$ cat src/ahb_pkg.sv
`default_nettype none

package ahb_pkg;

  // --------------------------------------------------
  // bus widths
  // --------------------------------------------------
  localparam int haddr_width = 32; // full ahb address
  localparam int hdata_width = 32; // hwdata / hrdata

  // --------------------------------------------------
  // transfer type, htrans encoding
  // --------------------------------------------------
  typedef enum logic [1:0] {
    trans_idle   = 2'b00, // no transfer
    trans_busy   = 2'b01, // master inserts idle beat in a burst
    trans_nonseq = 2'b10, // single or first beat
    trans_seq    = 2'b11  // remaining beats of a burst
  } htrans_e;

  // response, ahb-lite has one bit
  localparam logic hresp_okay  = 1'b0;
  localparam logic hresp_error = 1'b1;

endpackage

`default_nettype wire

$ cat src/sfr_pkg.sv
`default_nettype none

package sfr_pkg;

  // --------------------------------------------------
  // register word
  // --------------------------------------------------
  localparam int sfr_width = 16;              // every register is this wide
  typedef logic [sfr_width-1:0] sfr_word_t;

  // --------------------------------------------------
  // register map, byte offsets
  // --------------------------------------------------
  localparam int unsigned cr_base   = 'h000;  // control reg i at cr_base + 4i
  localparam int unsigned cr_max    = 8;      // room reserved for control regs
  localparam int unsigned sr_offset = 'h020;  // status, read only
  localparam int unsigned fr_offset = 'h024;  // sticky flags, w1c
  localparam int unsigned ar_offset = 'h028;  // action, reads as 0

  localparam sfr_word_t cr_reset_value = 16'h00ff;
  localparam sfr_word_t ar_key         = 16'h0032; // magic word that fires the action

  // which register an address selects
  typedef enum logic [2:0] {
    kind_ctrl,
    kind_status,
    kind_flag,
    kind_action,
    kind_none
  } sfr_kind_e;

  // shared address decode for both register stages
  // the control window covers cr_max slots; each stage checks its own count
  function automatic sfr_kind_e sfr_decode(input logic [31:0] addr);
    sfr_kind_e kind;
    kind = kind_none;
    if (addr[1:0] != 2'b00)
      kind = kind_none;                       // only word aligned offsets map
    else if ((addr >= cr_base) && (addr < cr_base + 4 * cr_max))
      kind = kind_ctrl;
    else if (addr == sr_offset)
      kind = kind_status;
    else if (addr == fr_offset)
      kind = kind_flag;
    else if (addr == ar_offset)
      kind = kind_action;
    return kind;
  endfunction

endpackage

`default_nettype wire

$ cat src/sfr_access_if.sv
`timescale 1ns/1ps
`default_nettype none

// one decoded register access, valid during the ahb data phase
interface sfr_access_if #(
  parameter int addr_width = 12
);

  import ahb_pkg::*;

  logic [addr_width-1:0]  addr;     // captured address phase address
  logic                   read_en;  // one cycle, data phase of a read
  logic                   write_en; // one cycle, data phase of a write
  logic [hdata_width-1:0] wdata;    // live hwdata

  // --------------------------------------------------
  // capture stage drives, register stages listen
  // --------------------------------------------------
  modport source (
    output addr,
    output read_en,
    output write_en,
    output wdata
  );

  modport sink (
    input addr,
    input read_en,
    input write_en,
    input wdata
  );

endinterface

`default_nettype wire

$ cat src/ahb_addr_phase.sv
`timescale 1ns/1ps
`default_nettype none

// ahb address phase capture
// turns a pipelined ahb transfer into a register strobe aligned with its data
module ahb_addr_phase #(
  parameter int addr_width = 12
) (
  input  logic                                hclk,
  input  logic                                hresetn,
  input  logic                                hsel,
  input  logic [addr_width-1:0]               haddr,
  input  ahb_pkg::htrans_e                    htrans,
  input  logic                                hwrite,
  input  logic                                hready,
  input  logic [ahb_pkg::hdata_width-1:0]     hwdata,
  sfr_access_if.source                        acc
);

  import ahb_pkg::*;

  logic                  trans_req;  // accepted address phase this cycle
  logic                  rd_req;
  logic                  wr_req;
  logic [addr_width-1:0] addr_q;
  logic                  read_en_q;
  logic                  write_en_q;

  // --------------------------------------------------
  // address phase qualification
  // --------------------------------------------------
  // idle and busy beats never start an access
  assign trans_req = hsel & hready &
                     ((htrans == trans_nonseq) | (htrans == trans_seq));
  assign rd_req    = trans_req & ~hwrite;
  assign wr_req    = trans_req &  hwrite;

  // address held into the data phase
  always_ff @(posedge hclk)
  begin
    if (trans_req)
      addr_q <= haddr;
  end

  // --------------------------------------------------
  // read / write strobes
  // --------------------------------------------------
  // hready high ends any data phase in flight; the strobes then take
  // whatever the new address phase asks for, which is 0 if none follows
  always_ff @(posedge hclk or negedge hresetn)
  begin
    if (!hresetn)
    begin
      read_en_q  <= 1'b0;
      write_en_q <= 1'b0;
    end
    else if (hready)
    begin
      read_en_q  <= rd_req;
      write_en_q <= wr_req;
    end
  end

  // --------------------------------------------------
  // outputs
  // --------------------------------------------------
  assign acc.addr     = addr_q;
  assign acc.read_en  = read_en_q;
  assign acc.write_en = write_en_q;
  assign acc.wdata    = hwdata;     // write data arrives in the data phase itself

endmodule

`default_nettype wire

$ cat src/sfr_ctrl_regs.sv
`timescale 1ns/1ps
`default_nettype none

// control register array plus the keyed action pulse
module sfr_ctrl_regs #(
  parameter int addr_width = 12,
  parameter int cr_count   = 4     // 1 to 8
) (
  input  logic                                 hclk,
  input  logic                                 hresetn,
  sfr_access_if.sink                           acc,
  input  logic                                 sfr_lock,
  output sfr_pkg::sfr_word_t [cr_count-1:0]    cr,
  output logic                                 cr_action,
  output sfr_pkg::sfr_word_t                   ctrl_rdata
);

  import ahb_pkg::*;
  import sfr_pkg::*;

  sfr_kind_e kind;      // register selected by the data phase address
  logic [2:0] cr_idx;   // control register slot
  logic       cr_hit;   // slot exists in this build
  logic       wr_ok;    // write allowed this cycle
  logic       cr_wr;
  logic       ar_fire;

  // --------------------------------------------------
  // decode
  // --------------------------------------------------
  assign kind   = sfr_decode(32'(acc.addr));
  assign cr_idx = 3'((acc.addr - addr_width'(cr_base)) >> 2);
  assign cr_hit = (kind == kind_ctrl) && (32'(cr_idx) < cr_count); // upper slots unmapped

  assign wr_ok   = acc.write_en & ~sfr_lock;      // lock kills every write
  assign cr_wr   = wr_ok & cr_hit;
  // full word compare, stray upper bits do not fire
  assign ar_fire = wr_ok && (kind == kind_action) &&
                   (acc.wdata == hdata_width'(ar_key));

  // --------------------------------------------------
  // control registers
  // --------------------------------------------------
  always_ff @(posedge hclk or negedge hresetn)
  begin
    if (!hresetn)
      cr <= {cr_count{cr_reset_value}};
    else
    begin
      for (int i = 0; i < cr_count; i++)
      begin
        if (cr_wr && (cr_idx == 3'(i)))
          cr[i] <= acc.wdata[sfr_width-1:0]; // full word writes only, low half kept
      end
    end
  end

  // action pulse, one cycle after the write data phase
  always_ff @(posedge hclk or negedge hresetn)
  begin
    if (!hresetn)
      cr_action <= 1'b0;
    else
      cr_action <= ar_fire;   // drops again next cycle unless re-written
  end

  // --------------------------------------------------
  // read contribution
  // --------------------------------------------------
  // zero unless a read selects one of our slots, so the next stage can just OR
  always_comb
  begin
    ctrl_rdata = '0;
    if (acc.read_en && cr_hit)
    begin
      for (int i = 0; i < cr_count; i++)
      begin
        if (cr_idx == 3'(i))
          ctrl_rdata = cr[i];
      end
    end
  end

endmodule

`default_nettype wire

$ cat src/sfr_flag_regs.sv
`timescale 1ns/1ps
`default_nettype none

// sticky flags, status readback and the final hrdata merge
module sfr_flag_regs #(
  parameter int addr_width = 12
) (
  input  logic                                hclk,
  input  logic                                hresetn,
  sfr_access_if.sink                          acc,
  input  logic                                sfr_lock,
  input  sfr_pkg::sfr_word_t                  status,
  input  sfr_pkg::sfr_word_t                  flag_set,
  output sfr_pkg::sfr_word_t                  flags,
  input  sfr_pkg::sfr_word_t                  ctrl_rdata,
  output logic [ahb_pkg::hdata_width-1:0]     hrdata
);

  import ahb_pkg::*;
  import sfr_pkg::*;

  sfr_kind_e             kind;
  logic [addr_width-1:0] acc_addr;    // local copy, decoded below
  logic                  fr_wr;       // w1c write to the flag word
  sfr_word_t             clr_mask;    // bits software clears this cycle
  sfr_word_t             own_rdata;   // status or flags, zero otherwise

  // --------------------------------------------------
  // decode
  // --------------------------------------------------
  assign acc_addr = acc.addr;
  assign kind     = sfr_decode(32'(acc_addr));

  assign fr_wr    = acc.write_en & ~sfr_lock & (kind == kind_flag);
  assign clr_mask = fr_wr ? acc.wdata[sfr_width-1:0] : '0;

  // --------------------------------------------------
  // sticky flags
  // --------------------------------------------------
  // hw set beats sw clear when both hit the same bit
  always_ff @(posedge hclk or negedge hresetn)
  begin
    if (!hresetn)
      flags <= '0;
    else
      flags <= (flags & ~clr_mask) | flag_set;
  end

  // --------------------------------------------------
  // read path
  // --------------------------------------------------
  always_comb
  begin
    own_rdata = '0;
    if (acc.read_en)
    begin
      case (kind)
        kind_status: own_rdata = status;  // live input, sampled in data phase
        kind_flag:   own_rdata = flags;
        default:     own_rdata = '0;      // action and unmapped read 0
      endcase
    end
  end

  // control stage is already zero when not selected
  assign hrdata = hdata_width'(own_rdata | ctrl_rdata);

endmodule

`default_nettype wire

$ cat src/ahb_sfr_top.sv
`timescale 1ns/1ps
`default_nettype none

// ahb-lite register slave
// address capture -> control regs -> flag/status regs with read merge
module ahb_sfr_top #(
  parameter int addr_width = 12,   // decoded low address bits
  parameter int cr_count   = 4     // control registers, 1 to 8
) (
  input  logic                                 hclk,
  input  logic                                 hresetn,
  // ahb-lite slave side
  input  logic                                 hsel,
  input  logic [ahb_pkg::haddr_width-1:0]      haddr,
  input  logic [1:0]                           htrans,
  input  logic                                 hwrite,
  input  logic                                 hready,
  input  logic [ahb_pkg::hdata_width-1:0]      hwdata,
  output logic [ahb_pkg::hdata_width-1:0]      hrdata,
  output logic                                 hreadyout,
  output logic                                 hresp,
  // register side
  input  logic                                 sfr_lock,
  input  sfr_pkg::sfr_word_t                   status,
  input  sfr_pkg::sfr_word_t                   flag_set,
  output sfr_pkg::sfr_word_t                   flags,
  output sfr_pkg::sfr_word_t [cr_count-1:0]    cr,
  output logic                                 cr_action
);

  import ahb_pkg::*;
  import sfr_pkg::*;

  htrans_e   htrans_t;     // typed view of htrans
  sfr_word_t ctrl_rdata;   // control stage read data into the merge

  // --------------------------------------------------
  // bus glue
  // --------------------------------------------------
  assign htrans_t  = htrans_e'(htrans);
  assign hreadyout = 1'b1;          // never stalls the bus
  assign hresp     = hresp_okay;    // never errors

  sfr_access_if #(
    .addr_width (addr_width)
  ) u_acc ();

  // --------------------------------------------------
  // stage 1: address phase capture
  // --------------------------------------------------
  ahb_addr_phase #(
    .addr_width (addr_width)
  ) u_addr_phase (
    .hclk    (hclk),
    .hresetn (hresetn),
    .hsel    (hsel),
    .haddr   (haddr[addr_width-1:0]),  // upper bits already decoded into hsel
    .htrans  (htrans_t),
    .hwrite  (hwrite),
    .hready  (hready),
    .hwdata  (hwdata),
    .acc     (u_acc.source)
  );

  // --------------------------------------------------
  // stage 2: control and action registers
  // --------------------------------------------------
  sfr_ctrl_regs #(
    .addr_width (addr_width),
    .cr_count   (cr_count)
  ) u_ctrl_regs (
    .hclk       (hclk),
    .hresetn    (hresetn),
    .acc        (u_acc.sink),
    .sfr_lock   (sfr_lock),
    .cr         (cr),
    .cr_action  (cr_action),
    .ctrl_rdata (ctrl_rdata)
  );

  // --------------------------------------------------
  // stage 3: flags, status, read merge
  // --------------------------------------------------
  sfr_flag_regs #(
    .addr_width (addr_width)
  ) u_flag_regs (
    .hclk       (hclk),
    .hresetn    (hresetn),
    .acc        (u_acc.sink),
    .sfr_lock   (sfr_lock),
    .status     (status),
    .flag_set   (flag_set),
    .flags      (flags),
    .ctrl_rdata (ctrl_rdata),
    .hrdata     (hrdata)
  );

endmodule

`default_nettype wire

$ cat config.mk
export PLATFORM = sky130hd
export DESIGN_NAME = ahb_sfr_top
export DESIGN_NICKNAME = d
export VERILOG_FILES = /design/src/ahb_pkg.sv /design/src/sfr_pkg.sv /design/src/sfr_access_if.sv /design/src/ahb_addr_phase.sv /design/src/sfr_ctrl_regs.sv /design/src/sfr_flag_regs.sv /design/src/ahb_sfr_top.sv
export SDC_FILE = /design/constraint.sdc
export NUM_CORES = 1
export LEC_CHECK = 0
export BUFFER_PORTS_ARGS = -buffer_cell sky130_fd_sc_hd__buf_4
export CAP_MARGIN = 20
export CELL_PAD_IN_SITES_DETAIL_PLACEMENT = 1
export CELL_PAD_IN_SITES_GLOBAL_PLACEMENT = 1
export CORE_MARGIN = 2
export CORE_UTILIZATION = 39
export DETAILED_ROUTE_END_ITERATION = 8
export PLACE_DENSITY_LB_ADDON = 0.1
export SYNTH_ARGS = -nofsm -noshare
export SYNTH_HDL_FRONTEND = slang
export SYNTH_SLANG_ARGS = --single-unit
$ cat constraint.sdc
create_clock -name hclk -period 3.88 [get_ports hclk]
set_clock_uncertainty 0.05 [all_clocks]
set_input_delay 0.194 -clock hclk [delete_from_list [all_inputs] [get_ports hclk]]
set_output_delay 0.194 -clock hclk [all_outputs]
set_load 0.005 [all_outputs]
### Word-level counts from Yosys, hierarchy flattened

Index checks and enable logic that the tools add are counted.
Widths: inputs -> output; s select.

| storage, ports and cells | value |
|---|---|
| register bits after elaboration | 95 |
| input bits | 104 |

| cells by class | value |
|---|---|
| $lt $le $gt $ge | 2 |
| equal/unequal tests | 12 |
| muxes and demuxes | 13 |
| bitwise logic cells | 14 |
| reduce and logical (&&, ||, !) cells | 11 |

Operators with widths:

| operator | count |
|---|---|
| $mux 16 | 7 |
| $eq 12x6->1 const B | 3 |
| $eq 32x6->1 const B | 1 |
| $or 16x16->16 | 2 |
| $pmux 16 s2 | 1 |
| $and 16x16->16 | 1 |
| $not 16->16 | 1 |
| $mux 3 | 5 |
| $eq 3x2->1 const B | 4 |
| $lt 12x6->1 const B | 1 |
| $logic_and 1x1->1 | 8 |
| $and 1x1->1 | 7 |
| $eq 3x1->1 const B | 2 |
| $logic_not 3->1 | 2 |
| $eq 2x2->1 const B | 2 |
| $lt 3x3->1 const B | 1 |
| $not 1->1 | 2 |
| $reduce_bool 2->1 | 1 |
| $or 1x1->1 | 1 |

### Depth between registers and ports, before layout

Gate-level depths: netlist of run 1.

| logic depth | value |
|---|---|
| depth after elaboration | 12 |
| depth in mapped cells | 7 |
| depth with buffers taken out | 4 |

### Cells and area by module

A second synthesis of run 1 with hierarchy kept.

| second synthesis, totals | value |
|---|---|
| cell total of the unflattened synthesis | 369 |
| area, all modules | 5178.7 sq um |

By module, submodules not included:

| module | times used | cells each | area an instance (sq um) | sequential area each (sq um) |
|---|---|---|---|---|
| sfr_ctrl_regs | 1 | 201 | 3392.0 | 1666.6 |
| sfr_flag_regs | 1 | 111 | 1074.8 | 400.4 |
| ahb_addr_phase | 1 | 53 | 689.4 | 410.4 |
| ahb_sfr_top | 1 | 4 | 22.5 | 0.0 |

### Worst setup path after synthesis of run 1

No wires, ideal clock.

| timing path | value |
|---|---|
| kind | register -> register |
| start | register u_addr_phase.addr_q[7], in the netlist u_addr_phase.acc.addr[7] |
| end | register u_ctrl_regs.cr[56] (netlist name) |
| arrival time | 1.901 ns |
| required time | 3.705 ns |
| slack | 1.804 ns |
| cell stages (with the launch flop) | 7 |
| buffers on the path | 2 |
| clock period less this slack | 2.076 ns |
| path through | edfxtp_1 -> or4_4 -> nor3_4 -> and4_1 -> buf_6 -> buf_12 -> mux2_4 |

| between the ends | value |
|---|---|
| cells in the longest elaborated chain, start to end | 10 |

RTL lines:

| item | RTL line | RTL |
|---|---|---|
| start, declared | ahb_addr_phase.sv:25 | `logic [addr_width-1:0] addr_q;` |
| start signal, assigned | ahb_addr_phase.sv:42 | `addr_q <= haddr;` |
| branches (longest 4 deep; another with $lt 12x6->1) | - |  |
| $mux 3 (*) | sfr_pkg.sv:39 | `else if ((addr >= cr_base) && (addr < cr_base + 4 * cr_max))` |
| $mux 3 (*) | sfr_pkg.sv:37 | `if (addr[1:0] != 2'b00)` |
| $logic_not 3->1 (*) | sfr_ctrl_regs.sv:33 | `assign cr_hit = (kind == kind_ctrl) && (32'(cr_idx) < cr_count);` |
| $logic_and 1x1->1 (*) | sfr_ctrl_regs.sv:33 |  |
| $and 1x1->1 (*) | sfr_ctrl_regs.sv:36 | `assign cr_wr = wr_ok & cr_hit;` |
| $logic_and 1x1->1 (*) | sfr_ctrl_regs.sv:52 | `if (cr_wr && (cr_idx == 3'(i)))` |
| end signal, assigned | sfr_ctrl_regs.sv:47 | `cr <= {cr_count{cr_reset_value}};` |
| end signal, assigned by index | sfr_ctrl_regs.sv:53 | `cr[i] <= acc.wdata[sfr_width-1:0];` |
| end, declared | sfr_ctrl_regs.sv:13 | `output sfr_pkg::sfr_word_t [cr_count-1:0] cr,` |

Every way passes the cells marked *.
A chain may end at the register's enable or synchronous reset.

### Worst setup path after layout of run 1

| timing path | value |
|---|---|
| start | register u_addr_phase.addr_q[2], in the netlist u_addr_phase.acc.addr[2] |
| end | output port hrdata[15] (netlist name) |

| between the ends | value |
|---|---|
| cells in the longest elaborated chain, start to end | 11 |

RTL lines:

| item | RTL line | RTL |
|---|---|---|
| branches (longest 10 deep; another with $lt 12x6->1) | - |  |
| $or 16x16->16 (*) | sfr_flag_regs.sv:66 | `assign hrdata = hdata_width'(own_rdata \| ctrl_rdata);` |
| end, declared | ahb_sfr_top.sv:19 | `output logic [ahb_pkg::hdata_width-1:0] hrdata,` |

Marked as above.

==> impl_metrics.json, run 1 <==
{
  "status": "finished, final reports clean",
  "drc": 0,
  "setup_tns_ps": 0,
  "gp_congestion": 0.802,
  "via_per_inst": 5.28,
  "fin_area_um2": 6440,
  "finalSetupViolCount": 0,
  "num_rows": 39,
  "h-tree-depth": 3,
  "antenna_found_initial": 0,
  "cts_setup_buffers": 0,
  "die_h_um": 113,
  "final_antenna_net_count": 0,
  "synth_cells": 350,
  "drive_gt1_share_pct": 58.1,
  "grt_pass1_wl_um": 21900,
  "multiInputGateArea_um2": 1870,
  "rrSetupSlack_ps": 1060,
  "hpwlAfterDp_um": 10200,
  "path_clk_slew_ps": 60,
  "nets": 645,
  "drt_iter0_markers": 115,
  "grt_util_all_layers_pct": 22.3,
  "ys_warn_count": 0,
  "cts_tree": "done",
  "rsz0062_at_grt": "false",
  "core_um2": 11600,
  "cts_buffers": 9,
  "syn_avg_cell_area_um2": 13.3,
  "p_leak_nw": 3.00,
  "grt.overflow.total": 0,
  "io_buffers": 179,
  "n_fill_cell": 1221,
  "grt_max_degree": 59,
  "clkSinkCount": 95,
  "critPathMaxFanout": 17,
  "ioPinCount": 219,
  "clock.fmax_mhz": 320,
  "hold_viol": 0,
  "slew_headroom_pct": 34.5,
  "drt_wl_total_um": 14100,
  "critPathCapture": "hrdata[15]",
  "post-route-period-util_pct": 80.6,
  "crit_arrival_ps": 2880,
  "ys_seq_area_share_pct": 53.1,
  "wire_per_inst_um": 20.4,
  "synthToLayoutAreaGrowth_pct": 38.0,
  "hold_path_startpoint": "hwdata[15]",
  "initial_utilization_pct": 40.4,
  "critPathKind": "reg2out",
  "vias": 3641,
  "drt-pass1-iter-count": 4,
  "tightest_slew_ps": 982,
  "cap_violations": 0,
  "fin_crit_ps": 3130,
  "die_x_um": 113,
  "min_path_type": "in2reg",
  "worst_setup_path_end_kind": "output pin",
  "final_common_cell": "buf_4",
  "critPathLaunchType": "register",
  "reg2reg_to": "u_ctrl_regs.cr[61]",
  "required_ps": 3640,
  "synth-seq-cells": 95,
  "dpl_cell_area_um2": 6060,
  "ir_drop_mv": 0.182,
  "syn-cell-area_um2": 4670,
  "ff_latch_area_um2": 2480,
  "slew_violations": 0,
  "antenna_cells": 0,
  "cts_root_buf": "clkbuf_16",
  "cts_buffer_depth": 2,
  "clk_latency_ps": 340,
  "p_total_w": 0.00198,
  "final_cell_mix": "buf_4, mux2_2, dfrtp_1, inv_1, dfstp_2",
  "reg2reg_depth": 5,
  "grt_pass1_vias": 3984,
  "crit_start": "u_addr_phase.acc.addr[2]",
  "powerDensity_nw_per_um2": 306,
  "die_area_um2": 12900,
  "yosysUniqueCellTypes": 42,
  "timing.rr.start": "u_addr_phase.acc.addr[9]"
}
[Yosys cell counts (all sizes together)]
| cell type | count | share of area [%] |
|---|---|---|
| and2 | 1 | 0.13 |
| nor2b | 1 | 0.13 |
| nor4bb | 1 | 0.21 |
| mux2i | 1 | 0.21 |
| nand4b | 1 | 0.51 |
| or4 | 1 | 0.24 |
| a21oi | 2 | 0.21 |
| clkbuf | 4 | 0.35 |
| buf | 32 | 5.1 |
| o22ai | 15 | 2.0 |
| conb | 2 | 0.16 |
| o21ai | 1 | 0.11 |
| nor4 | 9 | 1.3 |
| and3b | 1 | 0.19 |
| nand3b | 2 | 0.32 |
| and3 | 2 | 0.27 |
| dfrtp | 51 | 27 |
| and4 | 3 | 0.56 |
| a211oi | 1 | 0.16 |
| nor2 | 21 | 1.8 |
| nor3 | 1 | 0.35 |
| a31oi | 16 | 2.1 |
| mux4 | 15 | 7.2 |
| nor3b | 1 | 0.27 |
| edfxtp | 12 | 7.7 |
| o32ai | 1 | 0.19 |
| inv | 33 | 2.7 |
| a22o | 2 | 0.38 |
| nand3 | 4 | 0.54 |
| mux2 | 64 | 16 |
| nand4 | 1 | 0.13 |
| a22oi | 16 | 2.6 |
| dfstp | 32 | 18 |
[flip-flops by register name (all words and copies together), names as in the netlist]
register,count
u_ctrl_regs.cr,64
u_addr_phase.acc.read_en,1
u_ctrl_regs.cr_action,1
u_addr_phase.acc.addr,12
u_addr_phase.acc.write_en,1
u_flag_regs.flags,16
[kinds of logic (layout without fill, tap and decap cells)]
logic type | count (synthesis) | count (layout) | share of synthesized area [%]
DFF | 95 | 95 | 53.1
buffers and inverters | 69 | 249 | 8.12
and+or+nand+nor | 50 | 50 | 7.05
muxes | 80 | 80 | 23.8
other | 2 | 18 | 0.161
AOI/OAI and AO/OA | 54 | 54 | 7.77
[worst max-delay path, cell delays in order, from the launching register on]
cell and delay [ps]:
edfxtp_1 780, buf_4 370, nor3b_2 600, buf_4 300, a22oi_1 90, o32ai_1 210
buf_4 180
[how the worst min path moves through the flow]
stage	end	slack [ps]	cells past startpoint
after floorplan	u_addr_phase.acc.read_en	-150	0
after global placement	u_ctrl_regs.cr[24]	260	1
after detailed placement	u_ctrl_regs.cr[8]	260	1
after CTS	u_flag_regs.flags[15]	20	2
after global routing	u_flag_regs.flags[15]	30	2
final	u_flag_regs.flags[15]	30	2
[stage by stage]
stage	cells	hold WS (ps)	worst slack, ps	util, %
CTS	689	20.2	664	55.7
global placement	660	256	1100	52.4
global route	689	26.3	588	55.7
finish	689	30.9	754	55.7
floorplan	366	-152	1800	-
detailed placement	660	257	1040	52.4
[repair_timing]
item | in CTS | in global routing
resized for setup | 0 | 0
hold buffers | 13 | 0
hold endpoints to repair | 37 | 0
[layer usage]
layer | vias up | routed length (µm) | GRT usage [%]
li1 | 1640 | - | -
met1 | 1837 | 5880 | 28.8
met2 | 146 | 7140 | 38.2
met3 | 18 | 865 | 4.25
met4 | 0 | 206 | 7.15
met5 | - | 0 | 0
[where the power goes]
| group | internal, W | total (W) | leakage [nW] | switching, W |
|---|---|---|---|---|
| Clock | 0.000441 | 0.000798 | 0.128 | 0.000357 |
| Sequential | 0.00102 | 0.00103 | 1.07 | 0.0000122 |
| Combinational | 0.0000783 | 0.000146 | 1.80 | 0.0000680 |
| Total | 0.00154 | 0.00198 | 3.00 | 0.000437 |
[cell type report]
type,count,share of cell area (%)
Sequential cell,95,38.4
Multi-Input combinational cell,202,29.1
Timing Repair Buffer,200,23.8
Clock buffer,14,3.84
Tap cell,143,2.78
Inverter,33,1.92
Clock inverter,2,0.155
(Power assumes the default switching activity.)
==> run 2, diff against run 1 <==
--- a/config.mk
+++ b/config.mk
@@ -5,12 +5,13 @@
 export SDC_FILE = /design/constraint.sdc
 export NUM_CORES = 1
 export LEC_CHECK = 0
+export ABC_AREA = 1
 export BUFFER_PORTS_ARGS = -buffer_cell sky130_fd_sc_hd__buf_4
 export CAP_MARGIN = 20
 export CELL_PAD_IN_SITES_DETAIL_PLACEMENT = 1
 export CELL_PAD_IN_SITES_GLOBAL_PLACEMENT = 1
 export CORE_MARGIN = 2
-export CORE_UTILIZATION = 39
+export CORE_UTILIZATION = 30
 export DETAILED_ROUTE_END_ITERATION = 8
 export PLACE_DENSITY_LB_ADDON = 0.1
 export SYNTH_ARGS = -nofsm -noshare
==> constraint.sdc (replaced) <==
create_clock -name hclk -period 2.8 [get_ports hclk]
set_clock_uncertainty 0.05 [all_clocks]
set_input_delay 0.14 -clock hclk [delete_from_list [all_inputs] [get_ports hclk]]
set_output_delay 0.14 -clock hclk [all_outputs]
set_load 0.005 [all_outputs]
==> run 2 against run 1 <==
  * Global-route usage decreased by 0.093 points
  * Combinational power is 95% higher
  * Die area rose by 40%
  * Worst hold slack got worse by 7.3 ps
  * Via count is 48% higher
  * Total power grew 52%
  * Worst setup slack got worse by 520 ps
  * Wire length is 43% higher
  * Sequential share of layout area decreased by 4.8 points
  * Non-clock buffer count rose by 33
  * Largest power group unchanged
  * Count of clock-buffer cells in the layout fell by 2
  * Critical path depth up 5
==> impl_metrics.json, run 2 <==
{
  "die_x_um": 134,
  "final_cell_mix": "nand2_1, buf_4, nand4_1, inv_1, dfrtp_1",
  "num_rows": 47,
  "powerDensity_nw_per_um2": 409,
  "sw_frac_of_total_pct": 25.1,
  "wire_per_inst_um": 18.4,
  "p_int_w": 0.00225,
  "status": "finished, final reports clean",
  "worst_setup_path_end_kind": "output pin",
  "hpwlAfterDp_um": 14300,
  "ys_seq_area_share_pct": 48.6,
  "netlist.area_leader.share_pct": 25.0,
  "initial_utilization_pct": 30.8,
  "hold_viol": 0,
  "fin_crit_ps": 2570,
  "yosys.cell_count.top_type": "nand2_1",
  "grt.overflow.total": 0,
  "h-tree-depth": 3,
  "largest_reg_flops": 64,
  "yosysUniqueCellTypes": 28,
  "synthTopCellsByArea": "dfrtp_1, nand2_1, dfstp_2, nand4_1, edfxtp_1",
  "final_core_util_pct": 44.4,
  "path_clk_slew_ps": 70,
  "grt_pass1_wl_um": 31200,
  "grt_max_degree": 81,
  "synth-seq-cells": 95,
  "yosysTopAreaCell": "dfrtp_1",
  "antenna_found_initial": 0,
  "io_buffers": 179,
  "ir_drop_mv": 0.269,
  "min_path_type": "in2reg",
  "p_leak_nw": 3.57,
  "antenna_cells": 0,
  "clock.fmax_mhz": 389,
  "required_ps": 2610,
  "die_area_um2": 18100,
  "critPathKind": "reg2out",
  "n_fill_cell": 2014,
  "synthToLayoutAreaGrowth_pct": 44.3,
  "final_antenna_net_count": 0,
  "drive_gt1_share_pct": 30.1,
  "slew_headroom_pct": 57.5,
  "gp_congestion": 0.867,
  "drt_iter0_markers": 278,
  "rsz0062_at_grt": "false",
  "core_um2": 16600,
  "grt_pass1_vias": 5603,
  "setup_tns_ps": 0,
  "clk_latency_ps": 350,
  "async_reset_ff_share_pct": 87.4,
  "top_register": "u_ctrl_regs.cr",
  "ioPinCount": 219,
  "drt-pass1-iter-count": 4,
  "synth_enable_flop_cells": 12,
  "nets": 970,
  "cts_buffer_depth": 2,
  "cts_setup_buffers": 0,
  "finalSetupViolCount": 0,
  "grt_util_all_layers_pct": 22.2,
  "drt_wl_total_um": 20100,
  "cts_root_buf": "clkbuf_16",
  "ys_warn_count": 0,
  "cts_tree": "done",
  "comb_power_share_pct": 9.4,
  "synth_common_cells": "nand2_1, nand4_1, inv_1",
  "post-route-period-util_pct": 91.7,
  "p_total_w": 0.00301,
  "die_h_um": 134,
  "tightest_slew_ps": 636,
  "syn-cell-area_um2": 5100,
  "vias": 5389,
  "p_switching_w": 0.000756,
  "clkSinkCount": 95,
  "power_frac_seq_pct": 47.1,
  "critPathLaunchType": "register",
  "cap_violations": 0,
  "drc": 0,
  "final_common_cell": "nand2_1",
  "crit_arrival_ps": 2380,
  "synth_top_flop_cell": "dfrtp_1",
  "slew_violations": 0,
  "critPathMaxFanout": 33,
  "cts_buffers": 9,
  "power_frac_clock_pct": 43.5,
  "synth_cells": 661,
  "syn_avg_cell_area_um2": 7.72,
  "via_per_inst": 4.94
}
[run 2: cell types whose count changed after synthesis, moves of 19 or more]
cell and delta:
inv_1 +23, mux2_2 -52, nand2_1 +273, nand3_1 +19, nand4_1 +85
[run 2: final timing paths]
path | from | to | slack [ps] | cells after the start
min in group asynchronous | hresetn | u_ctrl_regs.cr[31] | 220 | 2
min | hwdata[5] | u_ctrl_regs.cr[21] | 20 | 3
max reg2reg | u_addr_phase.acc.addr[4] | u_ctrl_regs.cr[59] | 550 | 8
max | u_addr_phase.acc.addr[4] | hrdata[13] | 230 | 11
min reg2reg | u_ctrl_regs.cr[20] | u_ctrl_regs.cr[20] | 430 | 2
max in group asynchronous | hresetn | u_ctrl_regs.cr[37] | 1820 | 3
[run 2: stage by stage]
stage	cell area [µm²]	std cells	setup slack (ps)	hold slack, ps
global route	7360	1091	25.8	22.7
CTS	7300	1089	175	11.1
finish	7360	1091	232	23.7
global placement	6630	1037	597	268
floorplan	5160	677	1100	-206
detailed placement	6630	1037	557	270
[run 2: power by group through the flow]
stage                      logic, W  clock network [W]  registers (W)
after global routing       0.000307            0.00139        0.00142
final                      0.000284            0.00131        0.00142
after global placement     0.000233                  0        0.00144
after floorplan           0.0000821                  0        0.00144
after detailed placement   0.000237                  0        0.00144
after CTS                  0.000278            0.00133        0.00142
[run 2: worst max-delay path: stages, from the launching register on]
cell and delay (ps):
edfxtp_1 490, inv_2 110, nand2_1 90, nor2_4 200, nand2_1 140, nand2_1 80
nand2_1 80, nor2_4 180, buf_12 230, nand2_1 90, a21oi_1 180, buf_4 160
[run 2: kinds of logic after synthesis]
group / count (synthesis) / synth area share, %
AND/OR/NAND/NOR: 413 / 36.8
buffers and inverters: 114 / 10.5
flip-flops: 95 / 48.6
AO/OA/AOI/OAI: 37 / 4.02
other: 2 / 0.147
[run 2: layout make-up]
class / count / area [µm²] / area share [%]
Inverter: 59 / 225 / 3.06
Clock inverter: 4 / 32.5 / 0.442
Tap cell: 220 / 275 / 3.74
Sequential cell: 95 / 2480 / 33.7
Timing Repair Buffer: 233 / 1900 / 25.8
Clock buffer: 12 / 278 / 3.77
Multi-Input combinational cell: 468 / 2170 / 29.5
[run 2: metal layers]
layer	routed length (µm)	track usage, %
met1	9250	30.7
met2	9180	35.5
met3	1320	4.23
met4	345	6.67
met5	0	0
[run 2: what timing repair did]
action | in CTS | in global routing
hold buffers | 36 | 0
endpoints found under the setup margin | 0 | 3
endpoints found under the hold margin | 75 | 0
resized for setup | 0 | 1
==> run 3, diff against run 2 <==
--- a/config.mk
+++ b/config.mk
@@ -10,6 +10,7 @@
 export CAP_MARGIN = 20
 export CELL_PAD_IN_SITES_DETAIL_PLACEMENT = 1
 export CELL_PAD_IN_SITES_GLOBAL_PLACEMENT = 1
+export CORE_ASPECT_RATIO = 1.75
 export CORE_MARGIN = 2
 export CORE_UTILIZATION = 30
 export DETAILED_ROUTE_END_ITERATION = 8
==> run 3 against run 2 <==
  * Design area decreased by 0.82%
  * Final cell count increased by 0.82%
  * Clock power decreased by 9%
  * Worst hold slack got worse by 8.4 ps
  * Die area increased by 0.23%
  * Worst setup slack got worse by 24 ps
  * Utilization decreased by 0.90 points
  * Highest routed layer unchanged
  * Non-clock buffer count increased by 2
==> impl_metrics.json, run 3 (synthesis results as in run 2) <==
{
  "post-route-period-util_pct": 92.6,
  "ioPinCount": 219,
  "grt.overflow.total": 0,
  "via_per_inst": 4.90,
  "cts_buffer_depth": 2,
  "critPathKind": "reg2out",
  "vias": 5388,
  "critPathMaxFanout": 18,
  "hpwlAfterDp_um": 15300,
  "grt_pass1_vias": 5663,
  "min_path_type": "in2reg",
  "top_register": "u_ctrl_regs.cr",
  "cts_root_buf": "clkbuf_16",
  "wire_per_inst_um": 18.7,
  "final_cell_mix": "nand2_1, buf_4, nand4_1, inv_1, dfrtp_1",
  "met1_usage_pct": 26.0,
  "antenna_cells": 0,
  "die_h_um": 176,
  "ir_drop_mv": 0.256,
  "hold_viol": 0,
  "status": "finished, final reports clean",
  "drt_iter0_markers": 175,
  "cts_buffers": 9,
  "grt_busiest_layer": "met2",
  "clk_latency_ps": 350,
  "cts_setup_buffers": 0,
  "initial_utilization_pct": 30.4,
  "clkSinkCount": 95,
  "slew_headroom_pct": 34.2,
  "final_antenna_net_count": 0,
  "final_common_cell": "nand2_1",
  "slew_violations": 0,
  "nets": 972,
  "io_buffers": 179,
  "finalSetupViolCount": 0,
  "powerDensity_nw_per_um2": 395,
  "grtUsageMet3_pct": 3.60,
  "die_x_um": 103,
  "tightest_slew_ps": 986,
  "drive_gt1_share_pct": 30.2,
  "num_rows": 63,
  "final_core_util_pct": 43.5,
  "use_met2_pct": 43.5,
  "p_leak_nw": 3.56,
  "antenna_found_initial": 0,
  "drc": 0,
  "grt_pass1_wl_um": 31400,
  "critPathLaunchType": "register",
  "h-tree-depth": 3,
  "path_clk_slew_ps": 70,
  "crit_arrival_ps": 2400,
  "grt_max_degree": 73,
  "synthToLayoutAreaGrowth_pct": 43.1,
  "drt_wl_total_um": 20600,
  "core_um2": 16800,
  "cts_tree": "done",
  "gp_congestion": 0.846,
  "rsz0062_at_grt": "false",
  "required_ps": 2610,
  "clock.fmax_mhz": 386,
  "setup_tns_ps": 0,
  "largest_reg_flops": 64,
  "grt_util_all_layers_pct": 23.0,
  "cap_violations": 0,
  "drt-pass1-iter-count": 4,
  "worst_setup_path_end_kind": "output pin",
  "fin_crit_ps": 2590,
  "die_area_um2": 18100
}
[run 3: cell type report]
type                       instances  area (µm²)
fill                            2090        9490
sequential                        95        2480
clock buffer                      11         233
multi-input combinational        468        2170
inverter                          59         221
timing repair buffer             235        1870
tap                              227         284
clock inverter                     5        42.5
[run 3: critical path: stages, from the launching register on]
cell      delay [ps]
edfxtp_1         500
inv_2            120
nand2_1           90
nor2_4           200
inv_1            100
nor2_4           440
nand3_1          150
nand2_1           80
inv_1             40
a21oi_1          180
buf_4            160
[run 3: routing by layer]
| metal | vias up | wire length [µm] | part of all wire [%] |
|---|---|---|---|
| met5 | - | 0 | 0 |
| met4 | 0 | 330 | 1.6 |
| met3 | 19 | 802 | 3.9 |
| met2 | 144 | 11700 | 57 |
| met1 | 2684 | 7750 | 38 |
| li1 | 2541 | - | - |
[run 3: per-stage QoR]
stage	cells	total power (W)	hold WS [ps]	instance area (µm²)	setup WS, ps
after floorplan	677	0.00152	-206	5160	1100
after global routing	1100	0.00299	18.8	7300	2.55
after detailed placement	1051	0.00168	269	6690	565
after global placement	1051	0.00167	268	6690	603
final	1100	0.00288	15.3	7300	207
after CTS	1099	0.00290	3.90	7290	181
[run 3: where the power goes]
| part | leakage [nW] | switching [W] | internal, W | total [W] |
|---|---|---|---|---|
| clock network | 0.131 | 0.000576 | 0.000614 | 0.00119 |
| logic | 2.36 | 0.000149 | 0.000123 | 0.000272 |
| registers | 1.07 | 0.00000730 | 0.00141 | 0.00142 |
[run 3: final timing paths]
path	start	slack, ps	cells after the start	endpoint
setup / recovery	u_addr_phase.acc.addr[4]	210	10	hrdata[6]
hold / removal	hwdata[3]	20	3	u_ctrl_regs.cr[19]
setup reg to reg	u_addr_phase.acc.addr[4]	580	9	u_flag_regs.flags[0]
hold reg to reg	u_ctrl_regs.cr[50]	430	2	u_ctrl_regs.cr[50]
max in group asynchronous	hresetn	1450	3	u_ctrl_regs.cr[3]
min in group asynchronous	hresetn	430	2	u_ctrl_regs.cr[62]
[run 3: what timing repair did]
action / in CTS / in global routing
setup endpoints to repair: 0 / 0
hold buffers: 32 / 1
resized for setup: 0 / 0
hold endpoints to repair: 81 / 1
